$ cat src/axi_mem_consts.svh
//////////////////////////////////////////////////
// widths, memory depth and response codes shared
// by the AXI4 memory slave and its testbench
//////////////////////////////////////////////////

`ifndef AXI_MEM_CONSTS_SVH
`define AXI_MEM_CONSTS_SVH

// address, data and ID widths of the AXI4 port
`define AXI_MEM_AW (32)
`define AXI_MEM_DW (64)
`define AXI_MEM_IW (4)
// one strobe bit per data byte
`define AXI_MEM_SW (8)
// burst length field wide enough for the 256 beats AXI4 allows
`define AXI_MEM_LW (8)

// memory depth counted in full data words, and the index width that covers it
`define AXI_MEM_WORDS (1024)
`define AXI_MEM_IDX_W (10)

// the two response codes this slave ever returns
`define AXI_MEM_RESP_OKAY   (2'b00)
`define AXI_MEM_RESP_SLVERR (2'b10)

`endif

$ cat src/axi_mem_pkg.sv
//////////////////////////////////////////////////
// burst, response and FSM state enums plus the
// AXI channel and request/response packed structs
//////////////////////////////////////////////////

`include "axi_mem_consts.svh"

package axi_mem_pkg;

  // burst encodings as AXI defines them
  // the engines walk WRAP like INCR
  typedef enum logic [1:0] {
    BURST_FIXED = 2'b00,
    BURST_INCR  = 2'b01,
    BURST_WRAP  = 2'b10
  } burst_e;

  typedef enum logic [1:0] {
    RESP_OKAY   = `AXI_MEM_RESP_OKAY,
    RESP_SLVERR = `AXI_MEM_RESP_SLVERR
  } resp_e;

  // one address beat layout serves both AW and AR
  typedef struct packed {
    logic [`AXI_MEM_IW-1:0] id;
    logic [`AXI_MEM_AW-1:0] addr;
    logic [`AXI_MEM_LW-1:0] len;
    burst_e                 burst;
  } ax_chan_t;

  typedef struct packed {
    logic [`AXI_MEM_DW-1:0] data;
    logic [`AXI_MEM_SW-1:0] strb;
    logic                   last;
  } w_chan_t;

  typedef struct packed {
    logic [`AXI_MEM_IW-1:0] id;
    resp_e                  resp;
  } b_chan_t;

  typedef struct packed {
    logic [`AXI_MEM_IW-1:0] id;
    logic [`AXI_MEM_DW-1:0] data;
    resp_e                  resp;
    logic                   last;
  } r_chan_t;

  // everything the master drives toward the slave
  typedef struct packed {
    ax_chan_t aw;
    logic     aw_valid;
    w_chan_t  w;
    logic     w_valid;
    logic     b_ready;
    ax_chan_t ar;
    logic     ar_valid;
    logic     r_ready;
  } axi_req_t;

  // everything the slave drives back
  typedef struct packed {
    logic    aw_ready;
    logic    w_ready;
    b_chan_t b;
    logic    b_valid;
    logic    ar_ready;
    r_chan_t r;
    logic    r_valid;
  } axi_resp_t;

  typedef enum logic [1:0] {WR_IDLE, WR_DATA, WR_RESP} wr_state_e;

  typedef enum logic [1:0] {RD_IDLE, RD_FETCH, RD_SEND} rd_state_e;

endpackage

$ cat src/axi_mem_read.sv
//////////////////////////////////////////////////
// AR/R burst engine with one array read per beat
// and data held steady while the master stalls
//////////////////////////////////////////////////

`include "axi_mem_consts.svh"

module axi_mem_read (
  input  logic                      clk_i,
  input  logic                      reset_i,
  input  axi_mem_pkg::axi_req_t     req_i,
  output logic                      ar_ready_o,
  output axi_mem_pkg::r_chan_t      r_o,
  output logic                      r_valid_o,
  output logic                      re_o,
  output logic [`AXI_MEM_IDX_W-1:0] rd_idx_o,
  input  logic [`AXI_MEM_DW-1:0]    rdata_i
);

  localparam int unsigned OFF_W = $clog2(`AXI_MEM_SW);
  localparam logic [`AXI_MEM_AW-1:0] STEP = `AXI_MEM_SW;

  axi_mem_pkg::rd_state_e state_q;
  axi_mem_pkg::rd_state_e state_d;
  logic                   ar_ready_q;
  logic [`AXI_MEM_IW-1:0] id_q;
  logic [`AXI_MEM_AW-1:0] addr_q;
  logic [`AXI_MEM_LW-1:0] len_q;
  logic [`AXI_MEM_LW-1:0] cnt_q;
  axi_mem_pkg::burst_e    burst_q;
  logic                   ar_hs;
  logic                   r_hs;
  logic                   in_range;
  logic                   last_beat;

  assign ar_ready_o = ar_ready_q;
  assign r_valid_o  = (state_q == axi_mem_pkg::RD_SEND);

  assign ar_hs = req_i.ar_valid & ar_ready_o;
  assign r_hs  = r_valid_o & req_i.r_ready;

  // addr_q only moves on an accepted beat, so through SEND it still
  // names the beat on the bus and the range check can stay combinational
  assign in_range  = (addr_q[`AXI_MEM_AW-1:OFF_W+`AXI_MEM_IDX_W] == '0);
  assign last_beat = (cnt_q == len_q);

  // FETCH lasts exactly one cycle and loads the array's output register
  assign re_o     = (state_q == axi_mem_pkg::RD_FETCH);
  assign rd_idx_o = addr_q[OFF_W +: `AXI_MEM_IDX_W];

  // the array holds its output while re_o is low, which keeps the
  // data stable across any number of stalled cycles
  assign r_o.id   = id_q;
  assign r_o.data = in_range ? rdata_i : '0;
  assign r_o.resp = in_range ? axi_mem_pkg::RESP_OKAY : axi_mem_pkg::RESP_SLVERR;
  assign r_o.last = last_beat;

  always_comb begin
    state_d = state_q;
    unique case (state_q)
      axi_mem_pkg::RD_IDLE: if (ar_hs) state_d = axi_mem_pkg::RD_FETCH;
      axi_mem_pkg::RD_FETCH: state_d = axi_mem_pkg::RD_SEND;
      axi_mem_pkg::RD_SEND: begin
        // after the final beat the engine is free again, otherwise
        // it spends one cycle fetching the next word
        if (r_hs) begin
          state_d = last_beat ? axi_mem_pkg::RD_IDLE : axi_mem_pkg::RD_FETCH;
        end
      end
      default: state_d = axi_mem_pkg::RD_IDLE;
    endcase
  end

  // ar_ready follows the next state one edge ahead, low right after
  // reset and low for the whole burst
  always_ff @(posedge clk_i) begin
    if (reset_i) begin
      state_q    <= axi_mem_pkg::RD_IDLE;
      ar_ready_q <= 1'b0;
      cnt_q      <= '0;
    end else begin
      state_q    <= state_d;
      ar_ready_q <= (state_d == axi_mem_pkg::RD_IDLE);
      if (ar_hs) begin
        cnt_q <= '0;
      end else if (r_hs && !last_beat) begin
        cnt_q <= cnt_q + 1'b1;
      end
    end
  end

  // FIXED bursts reread the same word on every beat
  always_ff @(posedge clk_i) begin
    if (ar_hs) begin
      id_q    <= req_i.ar.id;
      addr_q  <= req_i.ar.addr;
      len_q   <= req_i.ar.len;
      burst_q <= req_i.ar.burst;
    end else if (r_hs && burst_q != axi_mem_pkg::BURST_FIXED) begin
      addr_q <= addr_q + STEP;
    end
  end

endmodule

$ cat config.mk
export PLATFORM = sky130hd
export DESIGN_NAME = axi_mem_read
export DESIGN_NICKNAME = d
export VERILOG_FILES = /design/src/axi_mem_pkg.sv /design/src/axi_mem_read.sv
export VERILOG_INCLUDE_DIRS = /design/src /design/src/src
export SDC_FILE = /design/constraint.sdc
export NUM_CORES = 1
export LEC_CHECK = 0
export BUFFER_PORTS_ARGS = -buffer_cell sky130_fd_sc_hd__buf_4
export CORE_AREA = 2 2 123 125
export DETAILED_ROUTE_END_ITERATION = 10
export DIE_AREA = 0 0 125 127
export GPL_ROUTABILITY_DRIVEN = 0
export PLACE_DENSITY = 0.61
export REMOVE_ABC_BUFFERS = 1
export SLEW_MARGIN = 20
export SYNTH_ARGS = -nofsm -noshare
export SYNTH_HDL_FRONTEND = slang
export SYNTH_SLANG_ARGS = --single-unit
export TNS_END_PERCENT = 5
$ cat constraint.sdc
create_clock -name clk_i -period 3.3 [get_ports clk_i]
set_clock_uncertainty 0.1 [all_clocks]
set_input_delay 0.165 -clock clk_i [delete_from_list [all_inputs] [get_ports clk_i]]
set_output_delay 0.165 -clock clk_i [all_outputs]
set_load 0.02 [all_outputs]
==> Yosys cells after proc, flatten, opt, wreduce, memory -nomap -nowiden <==
Index checks and enable logic that the tools add are counted.
{ "op_classes": {"add_sub_neg": 2, "mul": 0, "div": 0, "magnitude_cmp": 0, "n_eq_ne": 3, "shift": 0, "n_mux": 8, "bitwise_logic": 2, "reduce_logical": 9} }
{ "ops": {"columns": ["cell", "count"], "rows": [
  ["two-way mux 32 bit", 2],
  ["two-way mux 64 bit", 1],
  ["adder 32 x 4 -> 32 bit (second input constant)", 1],
  ["logical NOT 19 bit", 1],
  ["adder 8 x 1 -> 8 bit (second input constant)", 1],
  ["== test 8 bit", 1],
  ["two-way mux 2 bit", 3],
  ["case mux 2 bit (3 select lines)", 1],
  ["logical NOT 2 bit", 2],
  ["nonzero test 2 bit", 2],
  ["bitwise AND 1 bit", 2],
  ["== test 2 x 1 -> 1 bit (second input constant)", 1],
  ["== test 2 bit (second input constant)", 1],
  ["logical AND 1 bit", 2],
  ["OR reduction 2 bit", 1],
  ["logical NOT 1 bit", 1],
  ["two-way mux 1 bit", 1]
]} }
{ "totals": {"register_bits": 57, "latch_bits": 0, "ramBits": 0, "romBits": 0, "memories": 0} }

==> Logic depth before layout (Yosys ltp) <==
{ "logic_depth": {"depth_word": 5, "ltp_mapped": 6, "mapped_depth_nobuf": 6} }

==> Worst setup path after synthesis <==
No wires, ideal clock.
{ "synth_timing": {"path_type": "register -> register", "from": "register state_q[0]", "to": "register addr_q[10], enable pin", "setup_ps": 455, "arrival_ps": 2611, "required_ps": 2745, "path_slack_ps": 134, "stages_incl_launch_ff": 3, "synth_period_minus_slack_ps": 3166, "cell_sequence": "dfxtp_1 -> nand3b_1 -> o21ai_0"} }
{ "synth_between": {"elab_chain_cells": 4} }
{ "synth_rtl": {"columns": ["element", "line_no", "rtl"], "rows": [
  ["start, declared", "axi_mem_read.sv:23", "axi_mem_pkg::rd_state_e state_q;"],
  ["start signal, assigned", "axi_mem_read.sv:78", "state_q <= axi_mem_pkg::RD_IDLE;"],
  ["start signal, assigned", "axi_mem_read.sv:82", "state_q <= state_d;"],
  ["== test 2 bit", "axi_mem_read.sv:37", "assign r_valid_o = (state_q == axi_mem_pkg::RD_SEND);"],
  ["bitwise AND 1 bit", "axi_mem_read.sv:40", "assign r_hs = r_valid_o & req_i.r_ready;"],
  ["logical AND 1 bit", "axi_mem_read.sv:99", "end else if (r_hs && burst_q != axi_mem_pkg::BURST_FIXED) begin"],
  ["nonzero test 2 bit (no source line)", null, null],
  ["end signal, assigned", "axi_mem_read.sv:96", "addr_q <= req_i.ar.addr;"],
  ["end signal, assigned", "axi_mem_read.sv:100", "addr_q <= addr_q + STEP;"],
  ["end, declared", "axi_mem_read.sv:27", "logic [`AXI_MEM_AW-1:0] addr_q;"]
]} }
Every way passes these cells.
A chain may end at the register's enable or synchronous reset.

==> impl_metrics.py <==
metrics = {
    "sta": {
        "min_period_ns": 2.64,
        "finalSetupViolCount": 0,
        "slew-limit-headroom_pct": 51.8,
        "rsz0062_at_grt": "no",
        "slew_violations": 0,
        "fmax_mhz": 378,
        "fin_setup_tns_ns": 0,
        "setup_ws_ns": 0.657,
        "fin_crit_sh_pct": 80.1,
        "hold_viol_final": 0,
        "worst_pin_slew_ns": 0.722,
    },
    "logic_synthesis": {
        "synthesis.area_um2": 3330,
        "ys.flop_type": "edfxtp_1",
        "synth_edf_count": 43,
        "synthCells": 353,
        "ys_ff_latch": 54,
        "async_flop_share_pct": 0,
        "ys_warn_count": 0,
        "seq_area_frac_synth_pct": 45.4,
        "synth_cell_types": 42,
        "avgSynthCellArea_um2": 9.42,
    },
    "setup_path": {
        "rrSetupSlack_ns": 1.15,
        "path_delay_family": "simple AND/OR/NAND/NOR gates",
        "r2r-start": "addr_q[3]$_DFFE_PP_",
        "worstPathArrival_ns": 2.38,
        "cp-end-kind": "primary output",
        "cp-start-kind": "flip-flop",
        "rr_endpoint": "addr_q[31]$_DFFE_PP_",
        "worstRegToRegCells": 6,
        "crit_path_max_fanout": 65,
        "critPathMaxStageDelay_ns": 0.47,
        "crit_slowest_cell": "edfxtp_1",
        "cp_num_buf_inv": 2,
        "crit_chain": "nor4_1, nand4_1, nor4_2, buf_4, and2_1, buf_4",
        "required_ns": 3.03,
        "path_common_cell": "buf_4",
        "critical_path_class": "reg2out",
    },
    "global_route": {
        "antenna_found_initial": 1,
        "use_met2_pct": 25.4,
        "use_met1_pct": 13.6,
        "grtUsageMet3_pct": 3.73,
        "grt_pass1_vias": 3164,
        "grt_busiest_layer": "met2",
        "grt_pass1_wl_um": 16700,
        "grt_overflow": 0,
        "gr-usage-all-layers_pct": 13.1,
        "grt_max_degree": 66,
    },
    "floorplan": {
        "io_pins": 320,
        "chipHeight_um": 127,
        "dieArea_um2": 15900,
        "initial_core_util_pct": 23.1,
        "die_w_um": 125,
        "rows": 44,
        "coreArea_um2": 14400,
    },
    "min_path": {
        "hold_path.class": "in2reg",
        "min_path_cells": 3,
        "worstHoldStart": "req_i[33]",
        "hold_end": "addr_q[21]$_DFFE_PP_",
    },
    "clock_network": {
        "tritoncts": "yes",
        "cts_root_buf": "clkbuf_16",
        "cts_buffer_depth": 2,
        "cts_sinks": 54,
        "post_cts_resize_count": 0,
        "path_clk_slew_ns": 0.07,
        "cts_buffers": 5,
        "clk_latency_ns": 0.29,
        "htree_levels": 2,
    },
    "route": {
        "drt_iter0_drc": 136,
        "via_per_inst": 4.40,
        "wl_per_cell_um": 14.9,
        "drtAntennaViolNets": 0,
        "drt-total-wl_um": 10900,
        "vias": 3232,
        "drc": 0,
        "first_pass_iters": 4,
    },
    "finish": {
        "fin_nets": 786,
        "area_growth_pct": 56.2,
        "design_area_um2": 5200,
        "drive_gt1_share_pct": 39.2,
    },
    "pwr": {
        "power_leakage_nw": 2.17,
        "vdd_drop_max_mv": 0.205,
        "powerDensity_nw_per_um2": 331,
    },
    "place": {
        "postPlaceCellArea_um2": 4910,
        "dp_slack_ns": 0.922,
        "dp_hpwl_um": 8930,
        "portBuffers": 193,
    },
    "run_status": {
        "status": "complete, no violations",
    },
    "job": {
        "max-cap-violations": 0,
    },
}
-- routing by layer --
metal  routed length [um]  up-vias
li1                     -     1610
met1                 3960     1472
met2                 5830      141
met3                  882        9
met4                  257        0
met5                    0        -
-- Yosys cell counts (2+ instances only) --
| cell type | instances | area, um^2 |
|---|---|---|
| and2_1 | 66 | 413 |
| edfxtp_1 | 43 | 1290 |
| nand2_1 | 41 | 154 |
| o21ai_0 | 27 | 135 |
| xnor2_1 | 19 | 166 |
| xor2_1 | 16 | 140 |
| nand4_1 | 15 | 93.8 |
| nor2_1 | 15 | 56.3 |
| buf_4 | 12 | 90.1 |
| a21oi_1 | 11 | 55.1 |
| dfxtp_1 | 11 | 220 |
| nand3_1 | 11 | 55.1 |
| clkbuf_1 | 7 | 26.3 |
| clkbuf_2 | 6 | 30.0 |
| nor4_1 | 6 | 37.5 |
| or3_1 | 6 | 37.5 |
| inv_1 | 5 | 18.8 |
| and3_1 | 3 | 18.8 |
| and4_1 | 3 | 26.3 |
| nor3_1 | 3 | 15.0 |
| ha_1 | 2 | 25.0 |
| nand4_2 | 2 | 25.0 |
| nor3_2 | 2 | 20.0 |
| o211ai_1 | 2 | 15.0 |
| o21ai_1 | 2 | 10.0 |
-- per-stage QoR --
step | power (mW) | hold slack (ns) | instances | util [%]
3_3_place_gp | 1.20 | 0.243 | 710 | 34.0
4_1_cts | 1.74 | 0.0442 | 733 | 36.0
6_report | 1.72 | 0.0451 | 734 | 36.0
2_1_floorplan | 1.02 | 0.134 | 328 | -
5_1_grt | 1.80 | 0.0670 | 734 | 36.0
3_5_place_dp | 1.21 | 0.244 | 710 | 34.0
-- final cells by class --
type | instances | area (um^2)
multi-input combinational | 268 | 1660
sequential | 54 | 1510
clock buffer | 8 | 136
antenna | 1 | 2.50
fill | 1468 | 9230
timing repair buffer | 213 | 1640
inverter | 6 | 22.5
tap | 184 | 230
-- cell usage in the layout (no fill, tap or decap), types with 15 or more instances in the layout --
master         instances
nand2_1               41
edfxtp_1              43
buf_4                198
o21ai_0               26
and2_1                66
dlygate4sd3_1         15
xnor2_1               19
nand4_1               15
xor2_1                16
nor2_1                15
-- power breakdown --
part	switching [mW]	total, mW	internal (mW)
logic	0.161	0.339	0.177
clock network	0.230	0.513	0.283
registers	0.0559	0.869	0.813
total	0.448	1.72	1.27
-- state kept, by name, summed over array words and instances (netlist names) --
name and flops:
addr_q 29, ar_ready_o 1, burst_q 2, cnt_q 8, id_q 4, len_q 8, state_q 2
-- worst reg2reg max path: cells and delay by family, from the launching register on --
kind	cells	cell delay, ns
simple gates	5	1.26
fa+ha+maj	1	0.22
flops	1	0.45
-- how the worst max path moves through the flow --
stage | from | end | slack [ns] | cells after the start
after global placement | addr_q[16]$_DFFE_PP_ | r_o[11] | 0.97 | 6
after floorplan | addr_q[16]$_DFFE_PP_ | r_o[2] | -1.31 | 4
after detailed placement | addr_q[16]$_DFFE_PP_ | r_o[11] | 0.92 | 6
after CTS | addr_q[16]$_DFFE_PP_ | r_o[11] | 0.61 | 6
final | addr_q[21]$_DFFE_PP_ | r_o[11] | 0.66 | 6
after global routing | addr_q[28]$_DFFE_PP_ | r_o[11] | 0.40 | 6
-- cells by family (layout without fill, tap and decap cells) --
kind of cell / Yosys count / after routing / synth area share [%]
other: 1 / 2 / 0.113
muxes: 1 / 1 / 0.301
xor gates and xnor gates: 35 / 35 / 9.21
and+or+nand+nor: 184 / 184 / 31.9
buffers and inverters: 31 / 227 / 5.08
AOI/OAI and AO/OA: 45 / 45 / 7.18
adders and majority gates: 2 / 2 / 0.752
DFF: 54 / 54 / 45.4
-- repair_timing --
item,CTS,global route
hold buffers,15,0
hold endpoints to repair,17,0
buffers inserted,0,0
Power figures use the tool's default switching activity.
