<file path="src/axi_mem_consts.svh">
//////////////////////////////////////////////////
// widths, memory depth and response codes shared
// by the AXI4 memory slave and its testbench
//////////////////////////////////////////////////

`ifndef AXI_MEM_CONSTS_SVH
`define AXI_MEM_CONSTS_SVH

// address, data and ID widths of the AXI4 port
`define AXI_MEM_AW (32)
`define AXI_MEM_DW (64)
`define AXI_MEM_IW (4)
// one strobe bit per data byte
`define AXI_MEM_SW (8)
// burst length field wide enough for the 256 beats AXI4 allows
`define AXI_MEM_LW (8)

// memory depth counted in full data words, and the index width that covers it
`define AXI_MEM_WORDS (1024)
`define AXI_MEM_IDX_W (10)

// the two response codes this slave ever returns
`define AXI_MEM_RESP_OKAY   (2'b00)
`define AXI_MEM_RESP_SLVERR (2'b10)

`endif

</file>
<file path="src/axi_mem_pkg.sv">
//////////////////////////////////////////////////
// burst, response and FSM state enums plus the
// AXI channel and request/response packed structs
//////////////////////////////////////////////////

`include "axi_mem_consts.svh"

package axi_mem_pkg;

  // burst encodings as AXI defines them
  // the engines walk WRAP like INCR
  typedef enum logic [1:0] {
    BURST_FIXED = 2'b00,
    BURST_INCR  = 2'b01,
    BURST_WRAP  = 2'b10
  } burst_e;

  typedef enum logic [1:0] {
    RESP_OKAY   = `AXI_MEM_RESP_OKAY,
    RESP_SLVERR = `AXI_MEM_RESP_SLVERR
  } resp_e;

  // one address beat layout serves both AW and AR
  typedef struct packed {
    logic [`AXI_MEM_IW-1:0] id;
    logic [`AXI_MEM_AW-1:0] addr;
    logic [`AXI_MEM_LW-1:0] len;
    burst_e                 burst;
  } ax_chan_t;

  typedef struct packed {
    logic [`AXI_MEM_DW-1:0] data;
    logic [`AXI_MEM_SW-1:0] strb;
    logic                   last;
  } w_chan_t;

  typedef struct packed {
    logic [`AXI_MEM_IW-1:0] id;
    resp_e                  resp;
  } b_chan_t;

  typedef struct packed {
    logic [`AXI_MEM_IW-1:0] id;
    logic [`AXI_MEM_DW-1:0] data;
    resp_e                  resp;
    logic                   last;
  } r_chan_t;

  // everything the master drives toward the slave
  typedef struct packed {
    ax_chan_t aw;
    logic     aw_valid;
    w_chan_t  w;
    logic     w_valid;
    logic     b_ready;
    ax_chan_t ar;
    logic     ar_valid;
    logic     r_ready;
  } axi_req_t;

  // everything the slave drives back
  typedef struct packed {
    logic    aw_ready;
    logic    w_ready;
    b_chan_t b;
    logic    b_valid;
    logic    ar_ready;
    r_chan_t r;
    logic    r_valid;
  } axi_resp_t;

  typedef enum logic [1:0] {WR_IDLE, WR_DATA, WR_RESP} wr_state_e;

  typedef enum logic [1:0] {RD_IDLE, RD_FETCH, RD_SEND} rd_state_e;

endpackage

</file>
<file path="src/axi_mem_write.sv">
//////////////////////////////////////////////////
// AW/W/B burst engine that walks the burst
// addresses, writes each beat and returns one
// B response
//////////////////////////////////////////////////

`include "axi_mem_consts.svh"

module axi_mem_write (
  input  logic                      clk_i,
  input  logic                      reset_i,
  input  axi_mem_pkg::axi_req_t     req_i,
  output logic                      aw_ready_o,
  output logic                      w_ready_o,
  output axi_mem_pkg::b_chan_t      b_o,
  output logic                      b_valid_o,
  output logic                      we_o,
  output logic [`AXI_MEM_IDX_W-1:0] wr_idx_o,
  output logic [`AXI_MEM_DW-1:0]    wdata_o,
  output logic [`AXI_MEM_SW-1:0]    wstrb_o
);

  // byte offset bits below the word index
  localparam int unsigned OFF_W = $clog2(`AXI_MEM_SW);
  localparam logic [`AXI_MEM_AW-1:0] STEP = `AXI_MEM_SW;

  axi_mem_pkg::wr_state_e state_q;
  axi_mem_pkg::wr_state_e state_d;
  logic                   aw_ready_q;
  logic [`AXI_MEM_IW-1:0] id_q;
  logic [`AXI_MEM_AW-1:0] addr_q;
  logic [`AXI_MEM_LW-1:0] len_q;
  logic [`AXI_MEM_LW-1:0] cnt_q;
  axi_mem_pkg::burst_e    burst_q;
  logic                   err_q;
  logic                   aw_hs;
  logic                   w_hs;
  logic                   b_hs;
  logic                   in_range;
  logic                   last_beat;

  assign aw_ready_o = aw_ready_q;
  assign w_ready_o  = (state_q == axi_mem_pkg::WR_DATA);
  assign b_valid_o  = (state_q == axi_mem_pkg::WR_RESP);

  assign aw_hs = req_i.aw_valid & aw_ready_o;
  assign w_hs  = req_i.w_valid & w_ready_o;
  assign b_hs  = b_valid_o & req_i.b_ready;

  // any address bit above the word index means the beat misses the memory
  assign in_range  = (addr_q[`AXI_MEM_AW-1:OFF_W+`AXI_MEM_IDX_W] == '0);
  // the beat count alone ends the burst and w_last is not looked at
  assign last_beat = (cnt_q == len_q);

  // out-of-range beats are accepted on W but never reach the array
  assign we_o     = w_hs & in_range;
  assign wr_idx_o = addr_q[OFF_W +: `AXI_MEM_IDX_W];
  assign wdata_o  = req_i.w.data;
  assign wstrb_o  = req_i.w.strb;

  assign b_o.id   = id_q;
  assign b_o.resp = err_q ? axi_mem_pkg::RESP_SLVERR : axi_mem_pkg::RESP_OKAY;

  always_comb begin
    state_d = state_q;
    unique case (state_q)
      axi_mem_pkg::WR_IDLE: if (aw_hs) state_d = axi_mem_pkg::WR_DATA;
      axi_mem_pkg::WR_DATA: if (w_hs && last_beat) state_d = axi_mem_pkg::WR_RESP;
      axi_mem_pkg::WR_RESP: if (b_hs) state_d = axi_mem_pkg::WR_IDLE;
      default: state_d = axi_mem_pkg::WR_IDLE;
    endcase
  end

  // aw_ready is registered from the next state, so it stays low for the
  // first cycle after reset and falls in the same edge as the AW handshake
  always_ff @(posedge clk_i) begin
    if (reset_i) begin
      state_q    <= axi_mem_pkg::WR_IDLE;
      aw_ready_q <= 1'b0;
      cnt_q      <= '0;
      err_q      <= 1'b0;
    end else begin
      state_q    <= state_d;
      aw_ready_q <= (state_d == axi_mem_pkg::WR_IDLE);
      if (aw_hs) begin
        cnt_q <= '0;
        err_q <= 1'b0;
      end else if (w_hs) begin
        // the error flag is sticky so one bad beat turns the whole burst into SLVERR
        err_q <= err_q | ~in_range;
        if (!last_beat) cnt_q <= cnt_q + 1'b1;
      end
    end
  end

  // burst attributes come from AW and then the address walks beat by beat
  always_ff @(posedge clk_i) begin
    if (aw_hs) begin
      id_q    <= req_i.aw.id;
      addr_q  <= req_i.aw.addr;
      len_q   <= req_i.aw.len;
      burst_q <= req_i.aw.burst;
    end else if (w_hs && burst_q != axi_mem_pkg::BURST_FIXED) begin
      addr_q <= addr_q + STEP;
    end
  end

endmodule

</file>
<file path="config.mk">
export PLATFORM = sky130hd
export DESIGN_NAME = axi_mem_write
export DESIGN_NICKNAME = d
export VERILOG_FILES = /design/src/axi_mem_pkg.sv /design/src/axi_mem_write.sv
export VERILOG_INCLUDE_DIRS = /design/src /design/src/src
export SDC_FILE = /design/constraint.sdc
export NUM_CORES = 1
export LEC_CHECK = 0
export BUFFER_PORTS_ARGS = -buffer_cell sky130_fd_sc_hd__buf_4
export CORE_AREA = 2 2 101 103
export CTS_CLUSTER_DIAMETER = 30
export DETAILED_ROUTE_END_ITERATION = 6
export DIE_AREA = 0 0 103 105
export GPL_TIMING_DRIVEN = 0
export PLACE_DENSITY = 0.71
export REMOVE_ABC_BUFFERS = 1
export SLEW_MARGIN = 20
export SYNTH_ARGS = -nofsm -noshare
export SYNTH_HDL_FRONTEND = slang
export SYNTH_SLANG_ARGS = --single-unit
</file>
<file path="constraint.sdc">
create_clock -name clk_i -period 3.9 [get_ports clk_i]
set_input_delay 0.195 -clock clk_i [delete_from_list [all_inputs] [get_ports clk_i]]
set_output_delay 0.195 -clock clk_i [all_outputs]
set_load 0.02 [all_outputs]
</file>
## Word-level counts from Yosys, hierarchy flattened

Index checks and enable logic that the tools add are counted.

| word-level totals | value |
|---|---|
| output and inout bits | 92 |
| register bits | 58 |
| bits of input ports | 172 |
| memories | 0 |
| bits in read-only memories | 0 |
| latch bits | 0 |
| word-level logic and storage cells | 36 |
| RAM bits | 0 |

| cells by class | value |
|---|---|
| bitwise gates (word level) | 7 |
| add/subtract/negate cells | 2 |
| reduce and logical (&&, ||, !) cells | 9 |
| div/mod/pow operators | 0 |
| $mul | 0 |
| magnitude comparators | 0 |
| equal/unequal tests | 3 |
| mux-type cells | 7 |
| shifts and indexed selects | 0 |

Operators by type and width:

| cell | count |
|---|---|
| 2-to-1 mux 32 bit | 2 |
| adder 32 x 4 -> 32 bit (second input constant) | 1 |
| zero test 19 bit | 1 |
| adder 8 x 1 -> 8 bit (second input constant) | 1 |
| equality test 8 bit | 1 |
| 2-to-1 mux 2 bit | 4 |
| one-hot mux 2 bit (3 select lines) | 1 |
| AND 1 bit | 4 |
| zero test 2 bit | 2 |
| nonzero test 2 bit | 2 |
| equality test 2 x 1 -> 1 bit (second input constant) | 1 |
| equality test 2 bit (second input constant) | 1 |
| logical AND 1 bit | 2 |
| inverter 1 bit | 2 |
| AND reduction 2 bit | 1 |
| OR reduction 2 bit | 1 |
| bitwise OR 1 bit | 1 |

## Logic depth before layout (Yosys ltp)

| depth | value |
|---|---|
| word-level depth | 6 |
| depth in mapped cells | 6 |
| depth with buffers taken out | 6 |

## Worst setup path after synthesis

Ideal clock, no wire load.

| timing | value |
|---|---|
| path type | register to register |
| start | register state_q[0] |
| end | register addr_q[10], enable pin |
| path buffers | 0 |
| cell stages (with the launch flop) | 3 |
| library setup time | 455 ps |
| path slack | 752 ps |
| arrival time | 2693 ps |
| cell sequence | dfxtp_1 > nand3b_1 > o21ai_0 |

| between the ends | value |
|---|---|
| longest elaborated chain between the ends | 4 |

RTL lines:

| item | line | text |
|---|---|---|
| start, declared | axi_mem_write.sv:27 | `axi_mem_pkg::wr_state_e state_q;` |
| start signal, assigned | axi_mem_write.sv:78 | `state_q <= axi_mem_pkg::WR_IDLE;` |
| start signal, assigned | axi_mem_write.sv:83 | `state_q <= state_d;` |
| equality test 2 x 1 -> 1 bit | axi_mem_write.sv:43 | `assign w_ready_o = (state_q == axi_mem_pkg::WR_DATA);` |
| AND 1 bit | axi_mem_write.sv:47 | `assign w_hs = req_i.w_valid & w_ready_o;` |
| logical AND 1 bit | axi_mem_write.sv:103 | `end else if (w_hs && burst_q != axi_mem_pkg::BURST_FIXED) begin` |
| nonzero test 2 bit (no source line) | n/a |  |
| end signal, assigned | axi_mem_write.sv:100 | `addr_q <= req_i.aw.addr;` |
| end signal, assigned | axi_mem_write.sv:104 | `addr_q <= addr_q + STEP;` |
| end, declared | axi_mem_write.sv:31 | `` logic [`AXI_MEM_AW-1:0] addr_q; `` |

No other way between the ends.
A chain may end at the register's enable or synchronous reset.

## Final worst setup path

| timing | value |
|---|---|
| start | register addr_q[19] |
| end | output port we_o |

| between the ends | value |
|---|---|
| longest elaborated chain between the ends | 2 |

RTL lines:

| item | line | text |
|---|---|---|
| zero test 19 bit | axi_mem_write.sv:51 | `` assign in_range = (addr_q[`AXI_MEM_AW-1:OFF_W+`AXI_MEM_IDX_W] == '0); `` |
| AND 1 bit | axi_mem_write.sv:56 | `assign we_o = w_hs & in_range;` |
| end, declared | axi_mem_write.sv:17 | `output logic we_o,` |

No other way between the ends.

==> metrics.md <==
| Metric | Value |
|---|---|
| Die ar. | 0.0108 sq mm |
| MaxCap Viol Count | 0 |
| Root buffer selected by CTS | clkbuf_8 |
| Total gr overflow | 0 |
| Worst skew pair latency | 0.32 ns |
| Final Util | 0.376 |
| Vias per cell | 5.21 |
| Num CTS Buffers | 5 |
| Post-synthesis area per instance | 9.67 sq um |
| CTS tree | yes |
| Max-slew headroom | 0.510 |
| Most numerous cell in the Yosys netlist | buf_4 |
| GRT Total Usage | 0.259 |
| Maximum clock insertion buffer count | 2 |
| Vias in the first global route | 2361 |
| Top delay family on crit path | simple AND/OR/NAND/NOR gates |
| Initial core utilization | 0.362 |
| Drt pass-1 iters | 4 |
| # DRC | 0 |
| HPWL Detailed | 12.0 mm |
| Hold Buf Count CTS | 0 |
| Reg clk slew, reported paths | 0.10 ns |
| Syn Inst Count | 361 |
| Multi-input gate area | 0.00127 sq mm |
| Fin. Hold Viols | 0 |
| Die Y | 105 um |
| CP max FO | 3 |
| Slowest stage delay, CP | 0.47 ns |
| Period minus WS final | 2.20 ns |
| Setup TNS | 0 ns |
| Top Ports | 264 |
| Drt initial violations | 129 |
| Core area | 0.00964 sq mm |
| Seq/Total Area, Yosys | 0.439 |
| Final setup skew | 0.00838 ns |
| RSZ-0062 raised after global routing | no |
| Num rows | 36 |
| Crit-path cells | nor4_1 -> nand4_1 -> or4_1 -> nor2_1 -> buf_4 |
| Port bufs | 66 |
| Die width | 103 um |
| Via count | 2485 |
| Static Leak | 1.26 nW |
| Final instance area | 0.00362 sq mm |
| # Post-CTS Setup Buffers | 0 |
| Number of stages on the worst hold path | 1 |
| Worst setup path category | flop to primary output |
| Worst vdd ir | 118 uV |
| Post-CTS resize count | 0 |
| Yosys top cell area share | 0.370 |
| Synth Register Bits | 55 |
| Final Slew Violations | 0 |
| Placement Setup Slack | 1.72 ns |
| Ys flop type | edfxtp_1 |
| Layout area overhead | 3.80% |
| Power density over cell area | 337 mW/mm^2 |
| H-tree depth | 2 |
| Crit path buf inv count | 1 |
| Filler Cells Inserted | 998 |
| Register Area | 0.00153 sq mm |
| Post-route insts no fill | 477 |
| Routability Congestion | 0.948 |
| Least-Margin Pin Slew | 0.729 ns |
| Slowest library cell on the worst path | or4_1 |
| Fin nets | 517 |
| Routed Antenna Nets | 0 |
| Clk sinks | 55 |
| Max Fclk | 455 MHz |
| Asr flop ratio synth | 0 |
| Commonest cells post-synth | buf_4, edfxtp_1, nand2_1 |
| Ant diodes | 0 |
| Stages on worst setup path | 5 |
| Synth Cell Area | 0.00349 sq mm |
| Area contributors post-synth | edfxtp_1, buf_4, dfxtp_1, xor2_1, nand2_1 |
| Area leader, netlist | edfxtp_1 |
| Initial antenna violation count | 0 |
| Critical path required time | 3.70 ns |
| Worst Path Arrival | 2.00 ns |
| Post-DR wirelength/cell | 29.7 um |
| Post-synthesis cell type count | 40 |
| Post-DP Area | 0.00353 sq mm |
| Startpoint Class | flop |
| CP Capture Type | primary output |
| Placed Cells | 469 |
| Fin crit share | 0.564 |
| Largest net degree at the start of global routing | 53 |
| Worst r2r path cells | 6 |
| EDFF count, synth | 43 |
| First-pass GRT wire length | 18.7 mm |
| Synth warnings | 0 |
| Final Routed Wirelength | 14.2 mm |
| Setup ws final | 1.70 ns |
| Status | finished clean |
| # setup viols final | 0 |
| Min-delay worst type | input port to flop |
| Share of cells above drive strength 1 | 0.241 |
[per-stage QoR]
step	hold WS (ns)	power [mW]
3_5_place_dp	0.374	0.903
3_3_place_gp	0.375	0.891
2_1_floorplan	0.264	0.809
5_1_grt	0.0399	1.28
6_report	0.0478	1.22
4_1_cts	0.0434	1.23
[state kept, by name, indices dropped and copies added, names as in the netlist]
| register | cells |
|---|---|
| state_q | 2 |
| id_q | 4 |
| addr_q | 29 |
| len_q | 8 |
| burst_q | 2 |
| cnt_q | 8 |
| aw_ready_o | 1 |
| err_q | 1 |
[kinds of logic (layout without fill, tap and decap cells)]
family,after synthesis,after routing,synth area share
adder cells (fa/ha/maj),2,2,0.00717
buffers and inverters,97,80,0.199
other,1,1,0.00107
AO/OA/AOI/OAI,46,46,0.0706
flip-flops,55,55,0.439
XOR/XNOR,38,38,0.0954
AND/OR/NAND/NOR,122,122,0.188
[final cells by class]
cell class / instances / area share
sequential: 55 / 0.423
timing repair buffer: 68 / 0.150
multi-input combinational: 209 / 0.352
clock inverter: 1 / 0.00104
clock buffer: 7 / 0.0238
inverter: 4 / 0.00449
tap: 133 / 0.0459
[power by group]
group          leakage, nW  switching [mW]  total [mW]  internal (mW)
clock network       0.0459           0.191       0.334          0.143
logic                0.720          0.0908       0.176         0.0850
registers            0.499          0.0350       0.712          0.677
[per-layer routing]
layer	GRT usage	vias to the layer above	part of all wire
li1	-	1133	-
met1	0.182	1109	0.24
met2	0.450	185	0.51
met3	0.185	56	0.17
met4	0.187	2	0.081
met5	0.0564	-	0.0030
[placed cells by master (no fill, tap or decap), types with 2 or more instances in the layout]
| cell | instances |
|---|---|
| buf_4 | 66 |
| nor3_1 | 3 |
| nor4_2 | 4 |
| a21oi_1 | 11 |
| nand4_1 | 9 |
| nand3_1 | 12 |
| dfxtp_1 | 12 |
| or3_1 | 3 |
| nor2_1 | 20 |
| and3_1 | 2 |
| o21ai_1 | 3 |
| nor2b_1 | 2 |
| and4_1 | 3 |
| edfxtp_1 | 43 |
| xor2_1 | 20 |
| clkbuf_8 | 6 |
| or4_1 | 4 |
| o31ai_1 | 2 |
| nand2_1 | 42 |
| and2_1 | 3 |
| o21ai_0 | 24 |
| ha_1 | 2 |
| inv_1 | 3 |
| xnor2_1 | 18 |
| nor4_1 | 8 |
[worst paths after layout]
kind                                 start  slack (ns)    endpoint
worst max-delay path            addr_q[19]        1.70        we_o
worst min register to register       err_q        0.49       err_q
worst min-delay path            req_i[167]        0.05     id_q[1]
worst max register to register   addr_q[3]        1.71  addr_q[15]
[worst reg2reg max path, cell delays in order (launching register included)]
cell and delay (ns):
edfxtp_1 0.46, ha_1 0.22, nand3_1 0.20, nor3_1 0.62, nand3_1 0.17, xor2_1 0.17, o21ai_0 0.09
(Power assumes the default switching activity.)
